<file path="config.mk">
export PLATFORM = sky130hd
export DESIGN_NAME = core_backend
export DESIGN_NICKNAME = d
export VERILOG_FILES = /design/src/source/pcore_pkg.sv /design/src/source/lsu_stage.sv /design/src/source/csr_unit.sv /design/src/source/writeback.sv /design/src/source/reg_file.sv /design/src/source/operand_fwd.sv /design/src/source/core_backend.sv
export SDC_FILE = /design/constraint.sdc
export NUM_CORES = 2
export LEC_CHECK = 0
export BUFFER_PORTS_ARGS = -buffer_cell sky130_fd_sc_hd__buf_2
export CAP_MARGIN = 20
export CORE_MARGIN = 10
export CORE_UTILIZATION = 45
export CTS_BUF_LIST = sky130_fd_sc_hd__clkbuf_16
export DETAILED_ROUTE_END_ITERATION = 10
export MAX_ROUTING_LAYER = met4
export SKIP_LAST_GASP = 1
export SYNTH_ARGS = -nofsm -noshare
export SYNTH_HDL_FRONTEND = slang
export SYNTH_SLANG_ARGS = --single-unit
export TNS_END_PERCENT = 50
</file>
<file path="constraint.sdc">
create_clock -name clk -period 2.7 [get_ports clk]
set_input_delay 0.405 -clock clk [delete_from_list [all_inputs] [get_ports clk]]
set_output_delay 0.405 -clock clk [all_outputs]
set_load 0.005 [all_outputs]
</file>
<file path="src/source/pcore_pkg.sv">
`default_nettype none

package pcore_pkg;

    // Datapath and register file geometry
    localparam int unsigned XLEN       = 32;
    localparam int unsigned REG_ADDR_W = 5;
    localparam int unsigned CSR_ADDR_W = 12;

    typedef logic [XLEN-1:0]       word_t;
    typedef logic [REG_ADDR_W-1:0] reg_addr_t;
    typedef logic [CSR_ADDR_W-1:0] csr_addr_t;

    // Supported machine-mode CSRs
    localparam csr_addr_t CSR_MSCRATCH = 12'h340;
    localparam csr_addr_t CSR_MINSTRET = 12'hB02;

    // Source of the value written back to rd with encodings 5 to 7 illegal
    typedef enum logic [2:0] {
        RD_WRB_ALU    = 3'd0,
        RD_WRB_INC_PC = 3'd1,
        RD_WRB_DMEM   = 3'd2,
        RD_WRB_CSR    = 3'd3,
        RD_WRB_M_ALU  = 3'd4
    } rd_wrb_sel_e;

    typedef enum logic [2:0] {
        LD_NONE = 3'd0,
        LD_B    = 3'd1,
        LD_H    = 3'd2,
        LD_W    = 3'd3,
        LD_BU   = 3'd4,
        LD_HU   = 3'd5
    } ld_op_e;

    // A write returns the old CSR value before updating it
    typedef enum logic [1:0] {
        CSR_NONE  = 2'd0,
        CSR_READ  = 2'd1,
        CSR_WRITE = 2'd2
    } csr_op_e;

    // Execute to load/store stage
    typedef struct packed {
        word_t     alu_result;
        word_t     alu_m_result;
        word_t     pc_next;
        word_t     csr_wdata;
        reg_addr_t rd_addr;
    } exe2lsu_data_s;

    typedef struct packed {
        rd_wrb_sel_e rd_wrb_sel;
        logic        rd_wr_req;
        ld_op_e      ld_op;
        csr_op_e     csr_op;
        csr_addr_t   csr_addr;
    } exe2lsu_ctrl_s;

    // Load/store stage to writeback
    typedef struct packed {
        word_t     alu_result;
        word_t     alu_m_result;
        word_t     pc_next;
        word_t     r_data;
        reg_addr_t rd_addr;
    } lsu2wrb_data_s;

    typedef struct packed {
        rd_wrb_sel_e rd_wrb_sel;
        logic        rd_wr_req;
    } lsu2wrb_ctrl_s;

    typedef struct packed {
        word_t csr_rdata;
    } csr2wrb_data_s;

    // Writeback feedback towards decode and the forwarding unit
    typedef struct packed {
        word_t     rd_data;
        reg_addr_t rd_addr;
        logic      rd_wr_req;
    } wrb2id_fb_s;

    typedef struct packed {
        reg_addr_t rd_addr;
        logic      rd_wr_req;
    } wrb2fwd_s;

endpackage : pcore_pkg

`default_nettype wire

</file>
<file path="src/source/lsu_stage.sv">
`timescale 1ns/1ps
`default_nettype none

module lsu_stage (
    input  wire                      clk,
    input  wire                      arst_n_i,

    // From execute and the data memory
    input  wire pcore_pkg::exe2lsu_data_s exe2lsu_data_i,
    input  wire pcore_pkg::exe2lsu_ctrl_s exe2lsu_ctrl_i,
    input  wire pcore_pkg::word_t         dmem_rdata_i,

    // To writeback
    output pcore_pkg::lsu2wrb_data_s      lsu2wrb_data_o,
    output pcore_pkg::lsu2wrb_ctrl_s      lsu2wrb_ctrl_o
);
    import pcore_pkg::*;

    logic [1:0] byte_off;
    word_t      rdata_shift;
    word_t      ld_data;

    // Low address bits pick the byte lane within the memory word
    assign byte_off    = exe2lsu_data_i.alu_result[1:0];
    assign rdata_shift = dmem_rdata_i >> {byte_off, 3'b000};

    // Sign or zero extension of the selected lane
    always_comb begin
        case (exe2lsu_ctrl_i.ld_op)
            LD_B:    ld_data = {{(XLEN-8){rdata_shift[7]}}, rdata_shift[7:0]};
            LD_H:    ld_data = {{(XLEN-16){rdata_shift[15]}}, rdata_shift[15:0]};
            LD_W:    ld_data = rdata_shift;
            LD_BU:   ld_data = {{(XLEN-8){1'b0}}, rdata_shift[7:0]};
            LD_HU:   ld_data = {{(XLEN-16){1'b0}}, rdata_shift[15:0]};
            default: ld_data = '0;
        endcase
    end

    // Stage register that accepts one instruction every cycle
    always_ff @(posedge clk or negedge arst_n_i) begin
        if (!arst_n_i) begin
            lsu2wrb_data_o <= '0;
            lsu2wrb_ctrl_o <= '0;
        end else begin
            lsu2wrb_data_o.alu_result   <= exe2lsu_data_i.alu_result;
            lsu2wrb_data_o.alu_m_result <= exe2lsu_data_i.alu_m_result;
            lsu2wrb_data_o.pc_next      <= exe2lsu_data_i.pc_next;
            lsu2wrb_data_o.r_data       <= ld_data;
            lsu2wrb_data_o.rd_addr      <= exe2lsu_data_i.rd_addr;
            lsu2wrb_ctrl_o.rd_wrb_sel   <= exe2lsu_ctrl_i.rd_wrb_sel;
            lsu2wrb_ctrl_o.rd_wr_req    <= exe2lsu_ctrl_i.rd_wr_req;
        end
    end

    // Execute never presents a misaligned load
    a_ld_half_aligned: assert property (
        @(posedge clk) disable iff (!arst_n_i)
        (exe2lsu_ctrl_i.ld_op inside {LD_H, LD_HU}) |-> !exe2lsu_data_i.alu_result[0]
    );

    a_ld_word_aligned: assert property (
        @(posedge clk) disable iff (!arst_n_i)
        (exe2lsu_ctrl_i.ld_op == LD_W) |-> (exe2lsu_data_i.alu_result[1:0] == 2'b00)
    );

    // Memory data in writeback only makes sense for a real load
    a_dmem_sel_needs_load: assert property (
        @(posedge clk) disable iff (!arst_n_i)
        (exe2lsu_ctrl_i.rd_wrb_sel == RD_WRB_DMEM)
            |-> (exe2lsu_ctrl_i.ld_op inside {LD_B, LD_H, LD_W, LD_BU, LD_HU})
    );

endmodule : lsu_stage

`default_nettype wire

</file>
<file path="src/source/csr_unit.sv">
`timescale 1ns/1ps
`default_nettype none

module csr_unit (
    input  wire                       clk,
    input  wire                       arst_n_i,

    // CSR request from execute sampled with the load/store stage
    input  wire pcore_pkg::csr_op_e   csr_op_i,
    input  wire pcore_pkg::csr_addr_t csr_addr_i,
    input  wire pcore_pkg::word_t     csr_wdata_i,

    // Writeback feedback used to count retired register writes
    input  wire pcore_pkg::wrb2id_fb_s retire_i,

    // Old CSR value aligned to the writeback stage
    output pcore_pkg::csr2wrb_data_s   csr2wrb_data_o
);
    import pcore_pkg::*;

    word_t mscratch_q;
    word_t minstret_q;
    word_t csr_rdata_d;
    logic  csr_access;
    logic  retire;

    assign csr_access = (csr_op_i == CSR_READ) || (csr_op_i == CSR_WRITE);

    // Only writes to a real register count as retired
    assign retire = retire_i.rd_wr_req && (retire_i.rd_addr != '0);

    // Unknown addresses read as zero
    always_comb begin
        case (csr_addr_i)
            CSR_MSCRATCH: csr_rdata_d = mscratch_q;
            CSR_MINSTRET: csr_rdata_d = minstret_q;
            default:      csr_rdata_d = '0;
        endcase
    end

    // Read value captured before the write lands at the same edge
    always_ff @(posedge clk or negedge arst_n_i) begin
        if (!arst_n_i) begin
            csr2wrb_data_o <= '0;
        end else begin
            csr2wrb_data_o.csr_rdata <= csr_access ? csr_rdata_d : '0;
        end
    end

    always_ff @(posedge clk or negedge arst_n_i) begin
        if (!arst_n_i) begin
            mscratch_q <= '0;
        end else if ((csr_op_i == CSR_WRITE) && (csr_addr_i == CSR_MSCRATCH)) begin
            mscratch_q <= csr_wdata_i;
        end
    end

    // minstret is read-only from software
    always_ff @(posedge clk or negedge arst_n_i) begin
        if (!arst_n_i) begin
            minstret_q <= '0;
        end else if (retire) begin
            minstret_q <= minstret_q + 1'b1;
        end
    end

    a_no_minstret_write: assert property (
        @(posedge clk) disable iff (!arst_n_i)
        !((csr_op_i == CSR_WRITE) && (csr_addr_i == CSR_MINSTRET))
    );

endmodule : csr_unit

`default_nettype wire

</file>
<file path="src/source/writeback.sv">
`timescale 1ns/1ps
`default_nettype none

module writeback (
    input  wire                           clk,
    input  wire                           arst_n_i,

    // From the load/store stage and the CSR unit
    input  wire pcore_pkg::lsu2wrb_data_s lsu2wrb_data_i,
    input  wire pcore_pkg::lsu2wrb_ctrl_s lsu2wrb_ctrl_i,
    input  wire pcore_pkg::csr2wrb_data_s csr2wrb_data_i,

    // Feedback to decode and the register file
    output pcore_pkg::wrb2id_fb_s         wrb2id_fb_o,

    // Destination info for operand forwarding
    output pcore_pkg::wrb2fwd_s           wrb2fwd_o
);
    import pcore_pkg::*;

    word_t wrb_rd_data;

    // Result select where illegal encodings give zero
    always_comb begin
        case (lsu2wrb_ctrl_i.rd_wrb_sel)
            RD_WRB_ALU:    wrb_rd_data = lsu2wrb_data_i.alu_result;
            RD_WRB_INC_PC: wrb_rd_data = lsu2wrb_data_i.pc_next;
            RD_WRB_DMEM:   wrb_rd_data = lsu2wrb_data_i.r_data;
            RD_WRB_CSR:    wrb_rd_data = csr2wrb_data_i.csr_rdata;
            RD_WRB_M_ALU:  wrb_rd_data = lsu2wrb_data_i.alu_m_result;
            default:       wrb_rd_data = '0;
        endcase
    end

    assign wrb2id_fb_o.rd_data   = wrb_rd_data;
    assign wrb2id_fb_o.rd_addr   = lsu2wrb_data_i.rd_addr;
    assign wrb2id_fb_o.rd_wr_req = lsu2wrb_ctrl_i.rd_wr_req;

    assign wrb2fwd_o.rd_addr     = lsu2wrb_data_i.rd_addr;
    assign wrb2fwd_o.rd_wr_req   = lsu2wrb_ctrl_i.rd_wr_req;

    // A retiring write must carry a select that execute could have issued
    a_wrb_sel_legal: assert property (
        @(posedge clk) disable iff (!arst_n_i)
        lsu2wrb_ctrl_i.rd_wr_req
            |-> (lsu2wrb_ctrl_i.rd_wrb_sel inside
                 {RD_WRB_ALU, RD_WRB_INC_PC, RD_WRB_DMEM, RD_WRB_CSR, RD_WRB_M_ALU})
    );

endmodule : writeback

`default_nettype wire

</file>
<file path="src/source/reg_file.sv">
`timescale 1ns/1ps
`default_nettype none

module reg_file #(
    parameter int unsigned XLEN_P = pcore_pkg::XLEN
) (
    input  wire                        clk,
    input  wire                        arst_n_i,

    // Write port driven by writeback
    input  wire pcore_pkg::wrb2id_fb_s wrb2id_fb_i,

    // Two combinational read ports
    input  wire pcore_pkg::reg_addr_t  rs1_addr_i,
    input  wire pcore_pkg::reg_addr_t  rs2_addr_i,
    output logic [XLEN_P-1:0]          rs1_rdata_o,
    output logic [XLEN_P-1:0]          rs2_rdata_o
);
    import pcore_pkg::*;

    localparam int unsigned NUM_REGS = 2 ** REG_ADDR_W;

    // x0 has no storage
    logic [XLEN_P-1:0] regs_q [1:NUM_REGS-1];
    logic              wr_en;

    assign wr_en = wrb2id_fb_i.rd_wr_req && (wrb2id_fb_i.rd_addr != '0);

    always_ff @(posedge clk or negedge arst_n_i) begin
        if (!arst_n_i) begin
            for (int i = 1; i < NUM_REGS; i++) begin
                regs_q[i] <= '0;
            end
        end else if (wr_en) begin
            regs_q[wrb2id_fb_i.rd_addr] <= wrb2id_fb_i.rd_data[XLEN_P-1:0];
        end
    end

    // Stored value only since same-cycle writes are handled by operand_fwd
    always_comb begin
        rs1_rdata_o = '0;
        rs2_rdata_o = '0;
        if (rs1_addr_i != '0) begin
            rs1_rdata_o = regs_q[rs1_addr_i];
        end
        if (rs2_addr_i != '0) begin
            rs2_rdata_o = regs_q[rs2_addr_i];
        end
    end

    a_wr_addr_known: assert property (
        @(posedge clk) disable iff (!arst_n_i)
        wrb2id_fb_i.rd_wr_req |-> !$isunknown(wrb2id_fb_i.rd_addr)
    );

endmodule : reg_file

`default_nettype wire

</file>
<file path="src/source/operand_fwd.sv">
`timescale 1ns/1ps
`default_nettype none

module operand_fwd #(
    parameter int unsigned XLEN_P = pcore_pkg::XLEN
) (
    // Value leaving writeback this cycle
    input  wire [XLEN_P-1:0]          wrb_rd_data_i,
    input  wire pcore_pkg::wrb2fwd_s  wrb2fwd_i,

    // Source operands requested by decode
    input  wire pcore_pkg::reg_addr_t rs1_addr_i,
    input  wire pcore_pkg::reg_addr_t rs2_addr_i,

    // Register file read data
    input  wire [XLEN_P-1:0]          rs1_rdata_i,
    input  wire [XLEN_P-1:0]          rs2_rdata_i,

    // Forwarded operands
    output logic [XLEN_P-1:0]         rs1_data_o,
    output logic [XLEN_P-1:0]         rs2_data_o
);
    import pcore_pkg::*;

    logic rs1_hit;
    logic rs2_hit;

    // A pending write to x0 must never be forwarded
    function automatic logic fwd_hit(
        input reg_addr_t rs_addr,
        input wrb2fwd_s  wrb
    );
        return wrb.rd_wr_req && (wrb.rd_addr != '0) && (wrb.rd_addr == rs_addr);
    endfunction

    assign rs1_hit = fwd_hit(rs1_addr_i, wrb2fwd_i);
    assign rs2_hit = fwd_hit(rs2_addr_i, wrb2fwd_i);

    // Writeback data wins over the stale register file value
    always_comb begin
        rs1_data_o = rs1_rdata_i;
        rs2_data_o = rs2_rdata_i;
        if (rs1_hit) begin
            rs1_data_o = wrb_rd_data_i;
        end
        if (rs2_hit) begin
            rs2_data_o = wrb_rd_data_i;
        end
    end

endmodule : operand_fwd

`default_nettype wire

</file>
<file path="src/source/core_backend.sv">
`timescale 1ns/1ps
`default_nettype none

module core_backend (
    input  wire                           clk,
    input  wire                           arst_n_i,

    // Execute stage and data memory
    input  wire pcore_pkg::exe2lsu_data_s exe2lsu_data_i,
    input  wire pcore_pkg::exe2lsu_ctrl_s exe2lsu_ctrl_i,
    input  wire pcore_pkg::word_t         dmem_rdata_i,

    // Decode operand reads
    input  wire pcore_pkg::reg_addr_t     rs1_addr_i,
    input  wire pcore_pkg::reg_addr_t     rs2_addr_i,
    output pcore_pkg::word_t              rs1_data_o,
    output pcore_pkg::word_t              rs2_data_o,

    // Writeback feedback to decode
    output pcore_pkg::wrb2id_fb_s         wrb2id_fb_o
);
    import pcore_pkg::*;

    localparam int unsigned XLEN_P = XLEN;

    lsu2wrb_data_s     lsu2wrb_data;
    lsu2wrb_ctrl_s     lsu2wrb_ctrl;
    csr2wrb_data_s     csr2wrb_data;
    wrb2id_fb_s        wrb2id_fb;
    wrb2fwd_s          wrb2fwd;
    logic [XLEN_P-1:0] rs1_rdata;
    logic [XLEN_P-1:0] rs2_rdata;

    lsu_stage u_lsu_stage (
        .clk            (clk),
        .arst_n_i       (arst_n_i),
        .exe2lsu_data_i (exe2lsu_data_i),
        .exe2lsu_ctrl_i (exe2lsu_ctrl_i),
        .dmem_rdata_i   (dmem_rdata_i),
        .lsu2wrb_data_o (lsu2wrb_data),
        .lsu2wrb_ctrl_o (lsu2wrb_ctrl)
    );

    // Samples at the same edge as the load/store stage register
    csr_unit u_csr_unit (
        .clk            (clk),
        .arst_n_i       (arst_n_i),
        .csr_op_i       (exe2lsu_ctrl_i.csr_op),
        .csr_addr_i     (exe2lsu_ctrl_i.csr_addr),
        .csr_wdata_i    (exe2lsu_data_i.csr_wdata),
        .retire_i       (wrb2id_fb),
        .csr2wrb_data_o (csr2wrb_data)
    );

    writeback u_writeback (
        .clk            (clk),
        .arst_n_i       (arst_n_i),
        .lsu2wrb_data_i (lsu2wrb_data),
        .lsu2wrb_ctrl_i (lsu2wrb_ctrl),
        .csr2wrb_data_i (csr2wrb_data),
        .wrb2id_fb_o    (wrb2id_fb),
        .wrb2fwd_o      (wrb2fwd)
    );

    reg_file #(
        .XLEN_P (XLEN_P)
    ) u_reg_file (
        .clk         (clk),
        .arst_n_i    (arst_n_i),
        .wrb2id_fb_i (wrb2id_fb),
        .rs1_addr_i  (rs1_addr_i),
        .rs2_addr_i  (rs2_addr_i),
        .rs1_rdata_o (rs1_rdata),
        .rs2_rdata_o (rs2_rdata)
    );

    operand_fwd #(
        .XLEN_P (XLEN_P)
    ) u_operand_fwd (
        .wrb_rd_data_i (wrb2id_fb.rd_data),
        .wrb2fwd_i     (wrb2fwd),
        .rs1_addr_i    (rs1_addr_i),
        .rs2_addr_i    (rs2_addr_i),
        .rs1_rdata_i   (rs1_rdata),
        .rs2_rdata_i   (rs2_rdata),
        .rs1_data_o    (rs1_data_o),
        .rs2_data_o    (rs2_data_o)
    );

    assign wrb2id_fb_o = wrb2id_fb;

endmodule : core_backend

`default_nettype wire

</file>
==> flow_summary_export.csv <==
group,metric,value,unit
outcome,status,"finished with violations",
outcome,violations,"setup timing",
yosys,ys_warn_count,0,
cells_and_area,fillers,11000,
cells_and_area,num-nets-final,6200,
worst_hold_path,worstHoldPathCells,3,
sta,fin_crit_sh,127,%
detailed_routing,drt_wl_total,211000,um
detailed_routing,drc,0,
yosys,synth_compound_area_share,14.9,%
clocking,htreeDepth,4,
yosys,synth-edff-count,0,
sta,slew_viol_final,0,
yosys,async_reset_ff_share,100,%
detailed_routing,dr.pass1.iters,9,
die,die_x,387,um
sta,fin_ws,-0.727,ns
sta,rsz0062_at_grt,"true",
clocking,cts.sink_count,1225,
setup_path,worst-r2r-cell-count,10,
setup_path,crit_top_cell,"buf_6",
worst_hold_path,min_from,"exe2lsu_data_i[101]",
detailed_routing,vias_per_cell,6.12,
global_route,grt_max_degree,106,
sta,slew_headroom,21.1,%
yosys,synth_top_family_by_area,"multiplexers",
cells_and_area,multi_input_area,28500,sq um
setup_path,path_max_fanout,12,
setup_path,path_cells,"buf_12 > nor2b_4 > bufbuf_16 > a22oi_1 > o22a_1 > buf_6 > inv_4 > a22oi_2 > nand2_2 > buf_6",
sta,fmax,292,MHz
sta,skew,0.0252,ns
die,start_util,45.4,%
setup_path,crit_buf_inv,5,
die,core_area,134000,sq um
global_route,use_met3,5.29,%
yosys,synth_xor_area_share,0.592,%
global_route,busiest_layer,"met2",
global_route,met1_usage,37.0,%
yosys,ys_seq_elements,1225,
sta,fin_hold_ws,0.0573,ns
sta,fin_crit,3.43,ns
worst_hold_path,hold_class,"primary input to flop",
yosys,yosys.cell_types.count,61,
detailed_routing,dr.first_iter.drc_count,4961,
clocking,clk_pin_slew,0.06,ns
global_route,antenna_found_initial,9,
yosys,syn_area_per_cell,11.3,sq um
clocking,cts_root_buffer,"clkbuf_16",
setup_path,max_stage_delay,0.45,ns
die,io_pins,300,
die,chipHeight,387,um
sta,tightest_slew,1.18,ns
global_route,use_met2,43.6,%
power,total_leakage_power,33.2,nW
worst_hold_path,hold_path_end,"u_lsu_stage.lsu2wrb_data_o[12]",
sta,finalHoldViolCount,0,
cells_and_area,drive_gt1_share,31.1,%
global_route,grt_pass1_vias,49000,
clocking,cts_inserted_buffers,137,
yosys,syn_area,60600,sq um
yosys,synth_fp_nets,5562,
clocking,cts_tree,"yes",
yosys,synth-seq-area-share,50.6,%
global_route,globalRouteOverflowTotal,0,
detailed_routing,wire_per_inst,26.8,um
cells_and_area,syn2layout_area_growth,25.6,%
yosys,synthCells,5362,
global_route,grt_pass1_wl,315000,um
sta,setup_violations,96,
setup_path,reg2reg_to,"u_reg_file.regs_q[443]",
die,dieArea,150000,sq um
placement,portBuffers,299,
setup_path,cp.required,2.30,ns
detailed_routing,vias,48200,
setup_path,path_delay_family,"buffers and inverters",
placement,dp_hpwl,137000,um
yosys,ys.flop_type,"dfrtp_1",
setup_path,path_class,"flop to primary output",
global_route,grt_usage,28.5,%
cells_and_area,seqCellArea,30700,sq um
setup_path,endpoint_kind,"primary output",
yosys,muxShareOfSynthArea,20.5,%
power,power_density,688,nW/um^2
power,irDropWorstVdd,0.549,mV
detailed_routing,ant_nets,0,
setup_path,rr_startpoint,"u_lsu_stage.lsu2wrb_ctrl_o[1]",
clocking,clockBufferDepth,3,
die,core.rowCount,134,
power,fin_total_pwr,0.0524,W
placement,gp_congestion,0.932,
yosys,synthAdderAreaFrac,0.0413,%
setup_path,rrSetupSlack,0.26,ns
cells_and_area,utilization,57.0,%
yosys,synthSimpleGateAreaFrac,9.36,%
setup_path,critical_path_arrival,3.02,ns
setup_path,critPathLaunchType,"flop",
job,cap_violations,0,
setup_path,worst_path_max_delay_cell,"dfrtp_2",
clocking,worstSkewPairLatency,0.78,ns
==> kinds of logic (layout without fill, tap and decap cells) <==
logic type | after synthesis | in the layout
muxes | 629 | 629
other | 0 | 8
AOI/OAI and AO/OA | 1490 | 1490
DFF | 1225 | 1225
and+or+nand+nor | 1392 | 1392
xor gates and xnor gates | 41 | 41
adders and majority gates | 2 | 2
buffers and inverters | 583 | 1324
==> layer usage <==
layer	part of all wire, %	vias up	wire (um)
met5	0	-	0
met4	5.1	0	10800
met3	7.6	520	16100
met2	47	2112	98800
met1	40	24700	85200
li1	-	20800	-
==> tightest hold or removal path, stage by stage <==
cell,delay [ns]
buf_2,0.09
mux2_2,0.18
nor2_1,0.09
==> timing repair <==
action	4_1_cts	5_1_grt
gates resized for setup	174	98
setup buffers	48	34
gates cloned	5	3
pin swaps	72	56
hold buffers	152	0
hold endpoints to repair	205	0
setup endpoints to repair	96	96
==> cells in the final DEF, fill, tap and decap left out, types with 32 or more instances in the layout <==
cell	n
a22o_1	122
nor3_1	34
buf_4	382
nand2_1	724
o21ai_1	62
a22oi_1	126
buf_2	280
dfrtp_1	1218
inv_1	32
buf_6	38
mux2_2	86
a21oi_1	394
a221oi_1	34
nor2_1	462
dlygate4sd3_1	152
buf_12	175
clkbuf_16	144
o21ai_0	590
nor2b_1	41
a22oi_2	64
mux4_2	477
==> state kept, by name, summed over array words and instances (netlist names) <==
name                        count
u_csr_unit.minstret_q          32
u_csr_unit.mscratch_q          32
u_lsu_stage.lsu2wrb_ctrl_o      4
u_reg_file.regs_q             992
u_csr_unit.csr2wrb_data_o      32
u_lsu_stage.lsu2wrb_data_o    133
==> Yosys cell counts (59+ instances only) <==
library cell     n  area [sq um]
dfrtp_1       1225         30700
nand2_1        755          2830
o21ai_0        598          2990
mux4_2         477         10700
nor2_1         474          1780
a21oi_1        396          1980
clkbuf_1       361          1360
a22oi_1        190          1430
buf_2          150           751
a22o_1         122          1070
mux2_2         100          1130
o21ai_1         59           295
==> worst max-delay path by stage <==
stage	cells after the start	slack, ns	startpoint	end
after floorplan	7	0.23	rs1_addr_i[1]	rs1_data_o[0]
after global placement	11	-0.53	rs1_addr_i[0]	rs1_data_o[31]
after detailed placement	8	-0.52	rs1_addr_i[0]	rs1_data_o[0]
after CTS	10	-0.71	u_lsu_stage.lsu2wrb_ctrl_o[1]	rs2_data_o[1]
after global routing	10	-0.78	u_lsu_stage.lsu2wrb_ctrl_o[1]	rs2_data_o[20]
final	10	-0.73	u_lsu_stage.lsu2wrb_ctrl_o[1]	rs2_data_o[20]
==> power by group <==
part           internal [W]  switching, W
Sequential           0.0210       0.00204
Clock                0.0109       0.00795
Combinational       0.00543       0.00509
Total                0.0373        0.0151
==> final cells by class <==
type                    instances  share of cell area [%]
well taps                    1768                    2.91
clock buffers                 141                    4.64
clock inverters               101                    1.19
inverters                      39                   0.260
flip-flops and latches       1225                    40.3
repair buffers               1043                    13.2
multi-input cells            3554                    37.5
diodes                          8                  0.0263
==> stage by stage <==
step	cell area [sq um]	cells	setup slack [ns]	TNS, ns
3_3_place_gp	68200	7391	-0.528	-10.56
6_report	76100	7879	-0.727	-51.48
5_1_grt	76100	7879	-0.782	-57.34
3_5_place_dp	68200	7391	-0.521	-10.71
4_1_cts	75300	7837	-0.710	-53.25
2_1_floorplan	60600	5362	0.230	0
No activity file was read; power rests on OpenSTA's default activity.
